File: src/hdl/avmm_pkg.sv
`default_nettype none

package avmm_pkg;

   // ----------------------------------------------------------
   // Bus geometry
   localparam int AVMM_AW        = 12;               // Byte address
   localparam int AVMM_DW        = 32;
   localparam int AVMM_BE_W      = AVMM_DW / 8;      // Byte lanes
   localparam int AVMM_MAX_BURST = 8;
   localparam int AVMM_COUNT_W   = $clog2(AVMM_MAX_BURST) + 1;

   // ----------------------------------------------------------
   // Master to slave, 54 bits
   typedef struct packed {
      logic [AVMM_AW-1:0]      address;
      logic                    write;
      logic                    read;
      logic [AVMM_DW-1:0]      writedata;
      logic [AVMM_BE_W-1:0]    byteenable;
      logic [AVMM_COUNT_W-1:0] burstcount;
   } avmm_cmd_t;

   // Slave to master, 35 bits
   typedef struct packed {
      logic [AVMM_DW-1:0] readdata;
      logic               readdatavalid;
      logic               waitrequest;
      logic               busy;              // Bank outside idle
   } avmm_rsp_t;

endpackage

`default_nettype wire

File: src/hdl/mem_pkg.sv
`default_nettype none

package mem_pkg;

   localparam int APP_DW     = 8;
   localparam int BANK_BYTES = 256;
   localparam int BANK_AW    = $clog2(BANK_BYTES);
   localparam int BANK_WORDS = BANK_BYTES / 4;       // 32-bit words
   localparam int WORD_AW    = $clog2(BANK_WORDS);

   typedef logic [APP_DW-1:0]  bank_byte_t;
   typedef logic [WORD_AW-1:0] word_addr_t;

   // Bank number from a byte address, aliases past the last bank
   function automatic int unsigned bank_index(input logic [15:0] byte_addr,
                                              input int unsigned num_banks);
      return (byte_addr >> BANK_AW) % num_banks;
   endfunction

   function automatic logic [BANK_AW-1:0] local_addr(input logic [15:0] byte_addr);
      return byte_addr[BANK_AW-1:0];
   endfunction

   function automatic word_addr_t word_index(input logic [BANK_AW-1:0] byte_addr);
      return byte_addr[BANK_AW-1:2];   // Drop lane bits
   endfunction

endpackage

`default_nettype wire

File: src/hdl/avmm_bank_router.sv
`timescale 1ns/1ns
`default_nettype none

module avmm_bank_router
   import avmm_pkg::*;
   import mem_pkg::*;
#(
   parameter int NUM_BANKS = 4
) (
   input  logic      clk,
   input  logic      rst,
   input  avmm_cmd_t bus_cmd,
   output avmm_rsp_t bus_rsp,
   output avmm_cmd_t bank_cmd [NUM_BANKS],
   input  avmm_rsp_t bank_rsp [NUM_BANKS]
);

   localparam int IDX_W = (NUM_BANKS > 1) ? $clog2(NUM_BANKS) : 1;

   logic [IDX_W-1:0] live_idx;    // From the address on the bus now
   logic [IDX_W-1:0] lock_idx;
   logic [IDX_W-1:0] cmd_idx;
   logic [IDX_W-1:0] rsp_idx;
   logic             locked;
   logic             active;

   assign live_idx = IDX_W'(bank_index(16'(bus_cmd.address), NUM_BANKS));

   // Locked bank still working. Once it drops busy its last
   // readdatavalid, if any, is on the bus in this same cycle
   assign active = locked & bank_rsp[lock_idx].busy;

   assign cmd_idx = active ? lock_idx : live_idx;
   assign rsp_idx = locked ? lock_idx : live_idx;   // Covers the last data beat

   // ----------------------------------------------------------
   // Lock
   // ----------------------------------------------------------
   always_ff @(posedge clk) begin
      if (rst) begin
         locked   <= 1'b0;
         lock_idx <= '0;
      end else if (!active) begin
         // A new burst may start in the release cycle
         locked   <= bus_cmd.read | bus_cmd.write;
         lock_idx <= live_idx;
      end
   end

   // ----------------------------------------------------------
   // Command fan-out
   // ----------------------------------------------------------
   always_comb begin
      for (int b = 0; b < NUM_BANKS; b++) begin
         bank_cmd[b] = bus_cmd;
         if (IDX_W'(b) != cmd_idx) begin
            bank_cmd[b].read  = 1'b0;
            bank_cmd[b].write = 1'b0;
         end
      end
   end

   // ----------------------------------------------------------
   // Response return
   // ----------------------------------------------------------
   always_comb begin
      bus_rsp.readdata      = bank_rsp[rsp_idx].readdata;
      bus_rsp.readdatavalid = bank_rsp[rsp_idx].readdatavalid;
      bus_rsp.waitrequest   = bank_rsp[cmd_idx].waitrequest;  // Bank the command goes to
      bus_rsp.busy          = 1'b0;   // Internal to the bank side only
   end

endmodule

`default_nettype wire

File: config.mk
export PLATFORM = sky130hd
export DESIGN_NAME = avmm_bank_router
export DESIGN_NICKNAME = d
export VERILOG_FILES = /design/src/hdl/avmm_pkg.sv /design/src/hdl/mem_pkg.sv /design/src/hdl/avmm_bank_router.sv
export SDC_FILE = /design/constraint.sdc
export NUM_CORES = 1
export LEC_CHECK = 0
export ABC_CLOCK_PERIOD_IN_PS = 1600
export BUFFER_PORTS_ARGS = -buffer_cell sky130_fd_sc_hd__buf_2
export CORE_AREA = 10 10 166 168
export CTS_BUF_LIST = sky130_fd_sc_hd__clkbuf_4
export DETAILED_ROUTE_END_ITERATION = 7
export DIE_AREA = 0 0 176 178
export PLACE_DENSITY_LB_ADDON = 0.12
export SKIP_CTS_REPAIR_TIMING = 1
export SYNTH_ARGS = -nofsm -noshare
export SYNTH_HDL_FRONTEND = slang
export SYNTH_SLANG_ARGS = --single-unit
File: constraint.sdc
create_clock -name clk -period 1.6 [get_ports clk]
set_input_delay 0.16 -clock clk [delete_from_list [all_inputs] [get_ports clk]]
set_output_delay 0.16 -clock clk [all_outputs]
set_load 0.03 [all_outputs]
== Word level (Yosys, flattened, before mapping) ==
Index checks and enable logic that the tools add are counted.

* Reductions and logical operators: 1
* Multiplexer cells: 15
* $lt $le $gt $ge: 3
* Equality and inequality tests: 3
* Bitwise gates (word level): 5

{| class="wikitable"
|+ Operators with widths
! kind !! number
|-
| $bmux 35 s2 || 3
|-
| $mux 35 || 2
|-
| $mux 2 || 8
|-
| $ge 3x3->1 const B || 3
|-
| $not 2->3 || 3
|-
| $ne 2x2->1 const A || 2
|-
| $mux 1 || 2
|-
| $ne 1x2->1 const A || 1
|-
| $reduce_bool 2->1 || 1
|-
| $and 1x1->1 || 1
|-
| $or 1x1->1 || 1
|}

* Output and inout bits: 251
* Bits of input ports: 196
* Logic and storage cells: 29
* Bits in registers: 3

== Longest topological paths before layout ==
Gate-level depths: netlist (run 1).

* Depth after elaboration: 10
* Gate-level depth with buffers: 5
* Mapped depth without buffers: 4

== Least setup slack after synthesis (run 1) ==
No wires, ideal clock.

* Path kind: flip-flop to output port
* From: reg locked
* To: out bus_rsp[10] in the netlist's numbering
* Path buffers: 2
* Slack: -0.173 ns
* Arrival time: 1.613 ns
* Required time: 1.440 ns
* Stages on the path, launching flop included: 5
* Cell sequence: dfxtp_1 > buf_6 > mux2i_4 > buf_6 > mux4_2

{| class="wikitable"
|+ RTL lines
! element !! RTL line !! source
|-
| from (decl) || avmm_bank_router.sv:24 || <nowiki>logic locked;</nowiki>
|-
| from (signal assigned) || avmm_bank_router.sv:45 || <nowiki>locked <= bus_cmd.read | bus_cmd.write;</nowiki>
|-
| to (decl) || avmm_bank_router.sv:13 || <nowiki>output avmm_rsp_t bus_rsp,</nowiki>
|}

==> flow_summary.toml, run 1 <==
[run_status]
status = "finished with violations"
violations = "setup timing"

[die]
die_y_um = 178
core_area_um2 = 24100
start_util = 0.113
io_pins = 447
die_area_um2 = 31300
die_x_um = 176
rows = 57

[clock_tree]
htreeDepth = 1
numCtsBuffers = 3
cts.clk_slew.worst_paths_ns = 0.03
clock-sinks = 3
cts_tree = "done"
clockBufferDepth = 2
clockRootBuffer = "clkbuf_4"
clock_latency_ns = 0.23

[flow_run]
drv_cap = 0

[route]
drc = 0
viasPerCell = 2.91
firstDrtPassIters = 4
ant_nets = 0
drtIter0Drc = 31
route.detailed.wl_per_inst_um = 18.0
vias = 1796
wirelength_um = 11100

[synth]
synth_nets = 485
ys_seq_area_frac = 0.0221
synth.distinct_cells = 21
ys_top_cells_by_count = "buf_4, mux4_2, and2_1"
ys.flop_type = "dfxtp_1"
synth_most_common_cell = "buf_4"
synth_cells = 289
syn_area_per_cell_um2 = 9.39
synth.top_cell.area_share = 0.578
yosys-top-cells-area = "buf_4, mux4_2, dfxtp_1, buf_6, and2_1"
ys_ff_latch = 3
ys_warn_count = 0
syn-cell-area_um2 = 2710
synth_top_cell_by_area = "buf_4"
synth_edf_count = 0
async_flop_share = 0

[critical_path]
crit_path_end = "bus_rsp[12]"
critPathRequiredTime_ns = 1.44
cp.arrival_ns = 1.83
critPathKind = "reg2out"
endpoint_kind = "output port"
r2r_slack_ns = 0.18
r2r_start = "lock_idx[1]"
rr_endpoint = "lock_idx[1]"
worst_r2r_path_depth = 6
crit_start = "locked"
start_kind = "flip-flop"
path_max_fanout = 7

[global_routing]
grt_pass1_wl_um = 14200
grt_max_degree = 29
grt_overflow = 0
track_usage = 0.0596
antenna_found_initial = 1
grt_pass1_vias = 2064

[pwr]
power_density_nw_per_um2 = 530
leakagePower_nw = 1.36
peakVddDrop_v = 0.000128
p_total_mw = 1.63

[placed_design]
pre_cts_ws_ns = -0.300
place_hpwl_um = 9650
port_buffers = 195
dp.cells = 604
placedInstanceArea_um2 = 2590
place_congestion = 0.743

[timing]
fmax_mhz = 502
hold_viol = 0
fin_worst_skew_ns = 0.00610
fin_ws_ns = -0.391
fin_crit_sh = 1.24
period_needed_ns = 1.99
setup_violations = 42
grt_setup_unrepaired = "true"
slew_viol_final = 0

[finish]
nets = 490
utilization = 0.128
area_growth_pct = 13.4
design_area_um2 = 3080
layout-drive-gt1-share = 0.945
final_cells = 618

[min_path]
hp-class = "in2reg"
[per-layer routing]
layer  share of wire  GRT usage  wire [µm]
met5               0          0          0
met3            0.13     0.0370       1500
met2            0.51      0.103       5650
met4          0.0038    0.00812         42
met1            0.36     0.0617       3960
[where the power goes]
part	internal [mW]	total, mW	switching (mW)	leakage (nW)
clock network	0.110	0.149	0.0387	0.0184
registers	0.0810	0.0911	0.0102	0.0264
logic	0.709	1.39	0.682	1.32
[stage by stage]
stage | setup TNS (ns) | hold WS (ns)
after floorplan | -4.79 | 0.225
after global placement | -7.67 | 0.320
after detailed placement | -8.70 | 0.320
after CTS | -18.78 | 0.116
after global routing | -16.71 | 0.122
final | -13.71 | 0.118
[sequential cells by signal (all words and copies together), names as in the netlist]
name	cells
lock_idx	2
locked	1
[kinds of logic after synthesis]
logic type             count (synthesis)  synth area share
other                                  1           0.00138
multiplexers                          40             0.312
AO/OA/AOI/OAI                          6            0.0148
AND/OR/NAND/NOR                       22            0.0456
flip-flops                             3            0.0221
buffers and inverters                217             0.604
[critical path: stages, from the launching register on]
cell and delay [ns]:
dfxtp_4 0.36, mux2i_4 0.24, buf_6 0.16, clkbuf_16 0.17, mux4_2 0.52, buf_6 0.16
[worst min-delay path by stage]
stage / cells after the start / endpoint / from
5_1_grt: 2 / lock_idx[0] / rst
3_3_place_gp: 0 / bank_cmd[109] / bus_cmd[1]
2_1_floorplan: 1 / locked / rst
3_5_place_dp: 0 / bank_cmd[109] / bus_cmd[1]
4_1_cts: 2 / lock_idx[0] / rst
6_report: 2 / lock_idx[1] / rst
[cell type report]
| type | count | area (µm²) |
|---|---|---|
| sequential | 3 | 68.8 |
| fill | 2807 | 21000 |
| clock buffer | 4 | 30.0 |
| timing repair buffer | 217 | 1440 |
| tap | 324 | 405 |
| multi-input combinational | 69 | 1130 |
| antenna | 1 | 2.50 |
[layout by cell type (no fill, tap or decap), types with 2 or more instances in the layout]
| cell | count |
|---|---|
| o21ai_4 | 3 |
| mux4_2 | 34 |
| clkbuf_4 | 4 |
| dfxtp_4 | 2 |
| and2_4 | 6 |
| nand4b_1 | 2 |
| nand2b_1 | 2 |
| buf_6 | 36 |
| clkbuf_16 | 2 |
| mux2i_4 | 5 |
| buf_12 | 3 |
| buf_2 | 157 |
| buf_4 | 19 |
| nor2b_1 | 2 |
| nor2_1 | 5 |
No activity file was read; power rests on OpenSTA's default activity.
==> run 2, diff against run 1 <==
==> constraint.sdc (replaced) <==
create_clock -name clk -period 1.6 [get_ports clk]
set_input_delay 0.08 -clock clk [delete_from_list [all_inputs] [get_ports clk]]
set_output_delay 0.08 -clock clk [all_outputs]
set_load 0.03 [all_outputs]
==> flow_summary.toml, run 2 (synthesis gave the netlist of run 1 again) <==
[timing]
period_needed_ns = 1.93
fmax_mhz = 519
slew_viol_final = 0
fin_ws_ns = -0.325
fin_worst_skew_ns = 0.00158
grt_setup_unrepaired = "true"
whs_ns = 0.0619
fin_crit_sh = 1.20
setup_violations = 42
hold_viol = 0

[global_routing]
grt_max_degree = 15
grt_overflow = 0
track_usage = 0.0591
antenna_found_initial = 4
grt_pass1_wl_um = 14100
grt_pass1_vias = 2157

[clock_tree]
clockRootBuffer = "clkbuf_4"
clock-sinks = 3
clockBufferDepth = 2
numCtsBuffers = 3
clock_latency_ns = 0.23
cts_tree = "done"
cts.clk_slew.worst_paths_ns = 0.04
htreeDepth = 1

[finish]
layout-drive-gt1-share = 0.939
largest_register = "lock_idx"
final_common_cell = "buf_2"
largest_reg_flops = 2
nets = 493
reg.largest.list = "lock_idx: 2 flops, locked: 1 flops"
design_area_um2 = 3100
area_growth_pct = 14.1
final_cells = 621
final_cell_mix = "buf_2, mux4_2, buf_6"

[die]
die_x_um = 176
rows = 57
die_area_um2 = 31300
start_util = 0.113
core_area_um2 = 24100
io_pins = 447
die_y_um = 178

[placed_design]
place_congestion = 0.779
placedInstanceArea_um2 = 2720
place_hpwl_um = 9650
dp.cells = 612
port_buffers = 195

[critical_path]
start_kind = "flip-flop"
path_max_fanout = 8
cp.arrival_ns = 1.85
critPathKind = "reg2out"
critPathRequiredTime_ns = 1.52
endpoint_kind = "output port"

[flow_run]
drv_cap = 0

[run_status]
violations = "setup timing"
status = "finished with violations"

[route]
wirelength_um = 10400
drtIter0Drc = 28
firstDrtPassIters = 4
ant_nets = 0
drc = 0
vias = 1811
viasPerCell = 2.92
route.detailed.wl_per_inst_um = 16.7

[pwr]
p_total_mw = 1.63
peakVddDrop_v = 0.000118
leakagePower_nw = 1.38
power_density_nw_per_um2 = 525

[min_path]
hp-class = "in2reg"
[run 2: cell count changes in the layout (fill, tap and decap cells not counted), sizes merged]
cell	previous run	this run
buf	215	220
clkbuf	6	4
[run 2: critical path, cell delays in order, from the launching register on]
cell	delay (ns)
dfxtp_4	0.37
mux2i_4	0.27
buf_12	0.17
buf_12	0.13
mux4_2	0.51
buf_6	0.16
[run 2: path summary, 6_finish.rpt]
| kind | cells past startpoint | to | slack (ns) | from |
|---|---|---|---|---|
| worst max-delay path | 5 | bus_rsp[8] | -0.33 | locked |
| worst min-delay path | 2 | lock_idx[1] | 0.06 | rst |
| worst max register to register | 5 | lock_idx[1] | 0.23 | lock_idx[1] |
| worst min register to register | 3 | lock_idx[1] | 0.73 | lock_idx[1] |
[run 2: stage by stage]
step                      TNS [ns]   util  setup slack (ns)
final                       -11.15  0.128            -0.325
after global routing        -14.19  0.128            -0.405
after CTS                   -15.62  0.114            -0.417
after detailed placement     -4.76  0.113            -0.161
after global placement       -3.98  0.113            -0.153
after floorplan              -2.43      -           -0.0854
[run 2: area by class of cell]
cell class / count / area, µm²
multi-input combinational: 69 / 1120
antenna: 1 / 2.50
sequential: 3 / 67.6
tap: 324 / 405
fill: 2786 / 21000
clock buffer: 4 / 30.0
timing repair buffer: 220 / 1470
[run 2: routing by layer]
layer  GRT usage  vias up  share of wire
li1            -      786              -
met1      0.0623      830           0.37
met2      0.0998      148           0.49
met3      0.0296       43           0.12
met4      0.0219        4          0.021
met5           0        -         0.0026
[run 2: report_power, final]
group	total, mW	switching [mW]	internal, mW
clock	0.152	0.0418	0.111
combinational	1.38	0.668	0.713
sequential	0.0920	0.0114	0.0806
