### src/hdl/mem_pkg.sv
`default_nettype none

package mem_pkg;

   localparam int APP_DW     = 8;
   localparam int BANK_BYTES = 256;
   localparam int BANK_AW    = $clog2(BANK_BYTES);
   localparam int BANK_WORDS = BANK_BYTES / 4;       // 32-bit words
   localparam int WORD_AW    = $clog2(BANK_WORDS);

   typedef logic [APP_DW-1:0]  bank_byte_t;
   typedef logic [WORD_AW-1:0] word_addr_t;

   // Bank number from a byte address, aliases past the last bank
   function automatic int unsigned bank_index(input logic [15:0] byte_addr,
                                              input int unsigned num_banks);
      return (byte_addr >> BANK_AW) % num_banks;
   endfunction

   function automatic logic [BANK_AW-1:0] local_addr(input logic [15:0] byte_addr);
      return byte_addr[BANK_AW-1:0];
   endfunction

   function automatic word_addr_t word_index(input logic [BANK_AW-1:0] byte_addr);
      return byte_addr[BANK_AW-1:2];   // Drop lane bits
   endfunction

endpackage

`default_nettype wire

### src/hdl/app_read_mux.sv
`timescale 1ns/1ns
`default_nettype none

module app_read_mux
   import mem_pkg::*;
#(
   parameter int NUM_BANKS = 4
) (
   input  logic               clk,
   input  logic               rst,
   input  logic [9:0]         app_addr,
   output logic [BANK_AW-1:0] bank_addr,
   input  bank_byte_t         bank_data [NUM_BANKS],
   output bank_byte_t         app_data
);

   localparam int IDX_W = (NUM_BANKS > 1) ? $clog2(NUM_BANKS) : 1;

   logic [IDX_W-1:0] idx_d1;
   logic [IDX_W-1:0] idx_d2;

   // Same local address to every bank
   assign bank_addr = local_addr(16'(app_addr));

   // ----------------------------------------------------------
   // Bank select follows the two-stage bank read
   // ----------------------------------------------------------
   always_ff @(posedge clk) begin
      if (rst) begin
         idx_d1 <= '0;
         idx_d2 <= '0;
      end else begin
         idx_d1 <= IDX_W'(bank_index(16'(app_addr), NUM_BANKS));
         idx_d2 <= idx_d1;
      end
   end

   assign app_data = bank_data[idx_d2];

endmodule

`default_nettype wire

### config.mk
export PLATFORM = sky130hd
export DESIGN_NAME = app_read_mux
export DESIGN_NICKNAME = d
export VERILOG_FILES = /design/src/hdl/mem_pkg.sv /design/src/hdl/app_read_mux.sv
export SDC_FILE = /design/constraint.sdc
export NUM_CORES = 1
export LEC_CHECK = 0
export BUFFER_PORTS_ARGS = -buffer_cell sky130_fd_sc_hd__clkbuf_2
export CORE_UTILIZATION = 26
export DETAILED_ROUTE_END_ITERATION = 6
export GPL_ROUTABILITY_DRIVEN = 0
export PLACE_DENSITY = 0.76
export SYNTH_ARGS = -nofsm -noshare
export SYNTH_HDL_FRONTEND = slang
export SYNTH_SLANG_ARGS = --single-unit
### constraint.sdc
create_clock -name clk -period 1.4 [get_ports clk]
set_input_delay 0.28 -clock clk [delete_from_list [all_inputs] [get_ports clk]]
set_output_delay 0.28 -clock clk [all_outputs]
set_load 0.01 [all_outputs]
**Word level (Yosys, flattened, before mapping)**

Index checks and enable logic that the tools add are counted.

- Register bits: 4
- Bits in latches: 0
- Bits in writable memories: 0
- Memory bits (read-only): 0
- Bits of input ports: 44
- Output and inout port bits: 16
- Logic and storage cells: 7
- Memories kept: 0

- Add/subtract/negate cells: 0
- Multipliers: 0
- Div/mod/pow operators: 0
- Order comparisons: 1
- Equal/unequal tests: 0
- Shifts and indexed selects: 0
- Multiplexer cells: 3
- Bitwise logic cells: 1
- Reductions and logical operators: 0

Operators with widths:

| kind | count |
|---|---|
| $bmux W8 S2 | 1 |
| $mux W8 | 2 |
| $ge A3 B3 Y1 const B | 1 |
| $not A2 Y3 | 1 |

**Logic depth before layout (Yosys ltp)**

Gate-level depths: netlist of the first run.

- Depth in word-level cells: 4
- Gate-level depth with buffers: 2

**Worst setup path after synthesis of the first run**

No wires, ideal clock.

- Kind: reg2out
- From: register idx_d2[0]
- To: output app_data[0]
- Data arrival time: 0.983 ns
- Slack: 0.137 ns
- Cell stages (with the launch flop): 3
- Path buffers: 1
- Cells stage by stage: dfxtp_1 > buf_6 > mux4_2

- Cells in the longest elaborated chain, start to end: 4

RTL lines:

| item | RTL line | source |
|---|---|---|
| start, declared | app_read_mux.sv:20 | `logic [IDX_W-1:0] idx_d2;` |
| start signal, assigned | app_read_mux.sv:34 | `idx_d2 <= idx_d1;` |
| $not A2 Y3 (not written as such) | app_read_mux.sv:38 | `assign app_data = bank_data[idx_d2];` |
| $bmux W8 S2 | app_read_mux.sv:38 |  |
| $mux W8 (not written as such) (2 in series) | app_read_mux.sv:38 |  |
| end, declared | app_read_mux.sv:14 | `output bank_byte_t app_data` |

No other way between the ends. The select of a mux whose other input is x is not followed.

**Worst setup path in the final report of the first run**

- From: register idx_d2[0]
- To: output app_data[3]

The elaborated chain is that of the path after synthesis.

==> out/results.tsv, run 1 <==
stage	metric	value	unit
run_status	outcome	finished with violations	
run_status	failing checks	setup timing	
synthesis	combinational family with the most area after synthesis	multiplexers	
route	DRT Wirelength	778	µm
cts	CTS H-tree lvls	1	
power	power per cell area	687	nW/µm²
synthesis	cell taking the most area after synthesis	mux4_2	
global_routing	largest net degree at the start of global routing	9	
global_routing	global-route wire length before repair	966	µm
synthesis	Yosys reg bits	4	
sta	setup TNS	-1.46	ns
power	Comb power frac	0.319	
cts	# clock sinks	4	
critical_path	CP Data Arrival Time	1.31	ns
power	peak supply drop	555	µV
layout	Final Instance Area	566	µm²
die	Starting Density	0.278	
die	area of the die	1540	µm²
sta	slew margin rel.	0.782	
layout	# diodes	0	
global_routing	initial antenna violation count	0	
die	Die Wd	39.3	µm
synthesis	sequential-to-total area share from yosys stat	0.221	
cts	CTS tree	built	
critical_path	Worst Path Class, Setup	register to primary output	
synthesis	Synth top area share	0.498	
layout	fin nets	110	
sta	clk_skew	0.00347	ns
synthesis	Net Count, Synth	70	
power	Clk pwr share	0.361	
critical_path	slowest CP cell	mux4_2	
route	DR pass1 iterations	2	
cts	Post-CTS Hold Fix Bufs	0	
sta	final hold viol count	0	
sta	Slew Viols, Final	0	
cts	Bufs on Longest Clock Path	2	
placed_design	placed instance area	534	µm²
global_routing	gr usage total	0.0955	
critical_path	Critical Path Max Stage Delay	0.49	ns
route	Post-DRT Antenna Nets	0	
global_routing	vias in the first global route	285	
sta	unrepaired setup endpoints after global routing	yes	
critical_path	critical path startpoint category	register	
critical_path	critical-path cell list	buf_6 -> mux4_2 -> clkbuf_2	
cts	clock slew at reported path FFs	0.04	ns
synthesis	Synth Area in Simple Gates	0.0692	
die	Rows	13	
sta	crit path time final	1.59	ns
synthesis	Synth cell types	6	
critical_path	Critical Path RT	1.12	ns
power	Switching Fraction	0.229	
synthesis	largest cells by area after synthesis	mux4_2 50%, dfxtp_1 22%, buf_4 17%, nor2b_1 6.9%, buf_6 3.1%	
cts	clock root buffer	clkbuf_4	
layout	share of cells above drive strength 1	0.891	
synthesis	Post-Synth Adder-Cell Area	0	
route	vias per cell	4.56	
route	via count	360	
power	sequential power share	0.321	
power	Net Sw Power	0.0889	mW
sta	fmax	0.627	GHz
critical_path	worst path bufs/invs	2	
cts	worst-skew pair later-pin latency	0.23	ns
sta	Final Setup Violations	8	
die	io pins	60	
die	core area	1300	µm²
worst_hold_path	Hold/Removal Path Class	primary input to register	
synthesis	synthesized cell area	362	µm²
sta	period utilization	1.14	
die	Die Ht	39.3	µm
placed_design	Port Buf Inserts	43	
critical_path	cell class contributing the biggest share of worst-path delay	multiplexers	
route	initial DRC count	4	
power	Leakage	0.289	nW
synthesis	mux contribution to synthesized area	0.498	
synthesis	Mapped Cells	26	
critical_path	CP Max Fanout	4	
synthesis	Syn Area/Cell	13.9	µm²
run	MaxCap Viol Count	0	
synthesis	compound-cell area share of the yosys netlist	0	
sta	worst setup margin	-0.194	ns
critical_path	critical path capture point type	primary output	
power	Internal	0.300	mW
global_routing	GRT Residual Overflow	0	
layout	Area Growth Syn to Fin	56.4	%
route	wire per inst	9.85	µm
synthesis	Post-Synth XOR/XNOR Area	0	
route	DRC	0	
synthesis	Synth Warn #	0	
sta	worst-margin pin slew	0.326	ns
cts	CTS Buf Count	3	
synthesized netlist by cell type, drive strengths merged:
cell / instances
clkbuf: 1
nor2b: 4
buf: 9
mux4: 8
dfxtp: 4
cells in the final DEF, fill, tap and decap left out:
| cell | count |
|---|---|
| mux4_2 | 8 |
| clkbuf_4 | 3 |
| buf_6 | 2 |
| dfxtp_2 | 1 |
| nor2b_1 | 4 |
| dfxtp_1 | 3 |
| clkbuf_2 | 43 |
per-layer routing:
metal	track usage	part of all wire	up-vias
met5	0	0	-
met3	0.0682	0.15	0
li1	-	-	168
met2	0.183	0.56	32
met4	0.0259	0	0
met1	0.0734	0.29	160
cell families (layout without fill, tap and decap cells):
family / after synthesis / in the layout
muxes: 8 / 8
buffers and inverters: 10 / 48
and+or+nand+nor: 4 / 4
DFF: 4 / 4
state kept, by name, summed over array words and instances, names as in the netlist:
| register | cells |
|---|---|
| idx_d2 | 2 |
| idx_d1 | 2 |
final timing paths:
kind              cells after the start  slack, ns     endpoint  startpoint
setup / recovery                      3      -0.19  app_data[3]   idx_d2[0]
setup reg to reg                      1       0.90    idx_d2[0]   idx_d1[0]
hold reg to reg                       1       0.43    idx_d2[1]   idx_d1[1]
hold / removal                        2       0.24    idx_d2[0]         rst
cell type report:
type                    count  area [µm²]
repair buffers             45         238
multi-input cells          12         205
well taps                  15        18.8
flip-flops and latches      4        81.3
clock buffers               3        22.5
fillers                   141         736
per-stage QoR:
step	std cells	hold slack, ns	total power [mW]	utilization	setup WS [ns]
floorplan	26	0.352	0.206	-	0.137
global route	79	0.256	0.416	0.435	-0.243
detailed placement	76	0.424	0.250	0.411	0.0216
global placement	76	0.418	0.246	0.411	0.0366
CTS	79	0.240	0.398	0.435	-0.211
finish	79	0.244	0.389	0.435	-0.194
power by group through the flow:
| stage | sequential (mW) | combinational (mW) | clock (mW) |
|---|---|---|---|
| finish | 0.125 | 0.124 | 0.140 |
| global route | 0.125 | 0.136 | 0.155 |
| CTS | 0.125 | 0.126 | 0.147 |
| detailed placement | 0.126 | 0.124 | 0 |
| global placement | 0.126 | 0.121 | 0 |
| floorplan | 0.123 | 0.0830 | 0 |
timing repair:
action	4_1_cts	5_1_grt
setup endpoints to repair	8	8
resized for setup	3	0
pin swaps	0	0
buffers inserted	0	0
No activity file was read; power rests on OpenSTA's default activity.
==> inputs of run 2 (changes only) <==
--- a/config.mk
+++ b/config.mk
@@ -9,7 +9,7 @@
 export CORE_UTILIZATION = 26
 export DETAILED_ROUTE_END_ITERATION = 6
 export GPL_ROUTABILITY_DRIVEN = 0
-export PLACE_DENSITY = 0.76
+export PLACE_DENSITY = 0.86
 export SYNTH_ARGS = -nofsm -noshare
 export SYNTH_HDL_FRONTEND = slang
 export SYNTH_SLANG_ARGS = --single-unit
==> constraint.sdc (replaced) <==
create_clock -name clk -period 1.6 [get_ports clk]
set_input_delay 0.08 -clock clk [delete_from_list [all_inputs] [get_ports clk]]
set_output_delay 0.08 -clock clk [all_outputs]
set_load 0.01 [all_outputs]
==> run 2 against run 1 <==
Critical endpoint is now app_data[7]. The run now ends clean. Routed wire length up 13%. Total power decreased by 13%. Register-to-register slack better by 0.19 ns. Clock power down 14%. Sequential power is 13% lower.
==> out/results.tsv, run 2 (synthesis gave the netlist of run 1 again) <==
stage	metric	value	unit	change
critical_path	CP Max Fanout	4		unchanged
sta	period utilization	0.880		
global_routing	global-route wire length before repair	1.16	mm	was 966 µm
cts	CTS tree	built		unchanged
power	Leakage	0.287	nW	was 0.289 nW
layout	biggest regs	idx_d1 x2, idx_d2 x2		unchanged
die	core area	1300	µm²	unchanged
sta	worst setup margin	0.192	ns	was -0.194 ns
sta	crit path time final	1.41	ns	
sta	Slew Viols, Final	0		unchanged
critical_path	CP Data Arrival Time	1.33	ns	was 1.31 ns
cts	PostCTS Resize Cnt	0		was 3
route	DRC	0		unchanged
route	initial DRC count	1		was 4
sta	unrepaired setup endpoints after global routing	no		was yes
cts	Post-CTS Hold Fix Bufs	0		unchanged
layout	# diodes	0		unchanged
critical_path	critical path startpoint category	register		unchanged
sta	slew margin rel.	0.782		about the same
critical_path	critical path capture point type	primary output		unchanged
route	Post-DRT Antenna Nets	0		unchanged
die	Rows	13		unchanged
global_routing	largest net degree at the start of global routing	9		unchanged
route	DR pass1 iterations	2		unchanged
placed_design	post-place setup slack	0.429	ns	was 0.0216 ns
layout	commonest non-fill, non-tap cell in the layout	clkbuf_2		unchanged
layout	most frequent cells in the layout	43 x clkbuf_2, 8 x mux4_2, 4 x nor2b_1, 4 x dfxtp_1, 3 x clkbuf_4		was 43 x clkbuf_2, 8 x mux4_2, 4 x nor2b_1, 3 x clkbuf_4, 3 x dfxtp_1
die	Starting Density	0.278		unchanged
route	DRT Wirelength	880	µm	was 778 µm
cts	clock root buffer	clkbuf_4		unchanged
route	wire per inst	11.1	µm	was 9.85 µm
power	power per cell area	606	nW/µm²	was 687 nW/µm²
sta	setup TNS	0	ns	was -1.46 ns
cts	CTS H-tree lvls	1		unchanged
die	Die Ht	39.3	µm	unchanged
run_status	outcome	complete, no violations		was finished with violations
layout	share of cells above drive strength 1	0.875		was 0.891
cts	# clock sinks	4		unchanged
critical_path	Worst Path Class, Setup	register to primary output		unchanged
cts	Bufs on Longest Clock Path	2		unchanged
global_routing	gr usage total	0.115		was 0.0955
layout	fin nets	110		unchanged
cts	CTS Buf Count	3		unchanged
cts	clock slew at reported path FFs	0.04	ns	about the same
sta	hold slack	0.0624	ns	was 0.244 ns
placed_design	dpl cells	76		unchanged
layout	Finished Layout Cells	79		unchanged
sta	Final Setup Violations	0		was 8
sta	fmax	0.710	GHz	
global_routing	GRT Residual Overflow	0		unchanged
global_routing	vias in the first global route	328		was 285
route	vias per cell	4.59		was 4.56
layout	Finished Core Util	0.428		was 0.435
sta	clk_skew	0.00186	ns	was 0.00347 ns
die	area of the die	1540	µm²	unchanged
cts	Post-CTS Setup Inserts	0		unchanged
sta	worst-margin pin slew	0.327	ns	was 0.326 ns
die	Die Wd	39.3	µm	unchanged
power	peak supply drop	593	µV	was 555 µV
global_routing	initial antenna violation count	0		unchanged
layout	Area Growth Syn to Fin	54.0	%	was 56.4%
sta	final hold viol count	0		unchanged
placed_design	Port Buf Inserts	43		unchanged
worst_hold_path	Hold/Removal Path Class	primary input to register		unchanged
route	via count	363		was 360
run	MaxCap Viol Count	0		unchanged
die	io pins	60		unchanged
critical_path	Critical Path RT	1.52	ns	was 1.12 ns
cts	worst-skew pair later-pin latency	0.23	ns	about the same
[run 2: worst max-delay path, stage by stage, from the launching register on]
cell and delay (ns):
dfxtp_1 0.31, buf_4 0.15, mux4_2 0.50, clkbuf_2 0.14
[run 2: layout make-up]
class / count / area [µm²]
fillers: 141 / 744
well taps: 15 / 18.8
clock buffers: 3 / 22.5
multi-input cells: 12 / 205
repair buffers: 45 / 230
flip-flops and latches: 4 / 80.1
[run 2: power breakdown]
| part | total (mW) | leakage, nW | switching, mW | internal (mW) |
|---|---|---|---|---|
| logic | 0.108 | 0.240 | 0.0362 | 0.0721 |
| registers | 0.109 | 0.0331 | 0.00374 | 0.105 |
| clock network | 0.120 | 0.0138 | 0.0365 | 0.0836 |
[run 2: stage by stage]
stage	power, mW	cell area (µm²)
2_1_floorplan	0.180	362
3_3_place_gp	0.217	534
3_5_place_dp	0.221	534
4_1_cts	0.344	557
5_1_grt	0.358	557
6_report	0.337	557
[run 2: per-layer routing]
metal	wire, µm	vias up	part of all wire	global-route usage
met4	0	0	0	0
met3	101	0	0.11	0.0568
met1	267	169	0.30	0.110
met5	0	-	0	0
met2	510	25	0.58	0.229
li1	-	169	-	-
[run 2: worst paths after layout]
check,start,end,slack [ns],cells after the start
worst min-delay path,rst,idx_d2[0],0.06,2
worst max register to register,idx_d1[0],idx_d2[0],1.09,1
worst max-delay path,idx_d2[0],app_data[7],0.19,3
worst min register to register,idx_d1[0],idx_d2[0],0.45,1
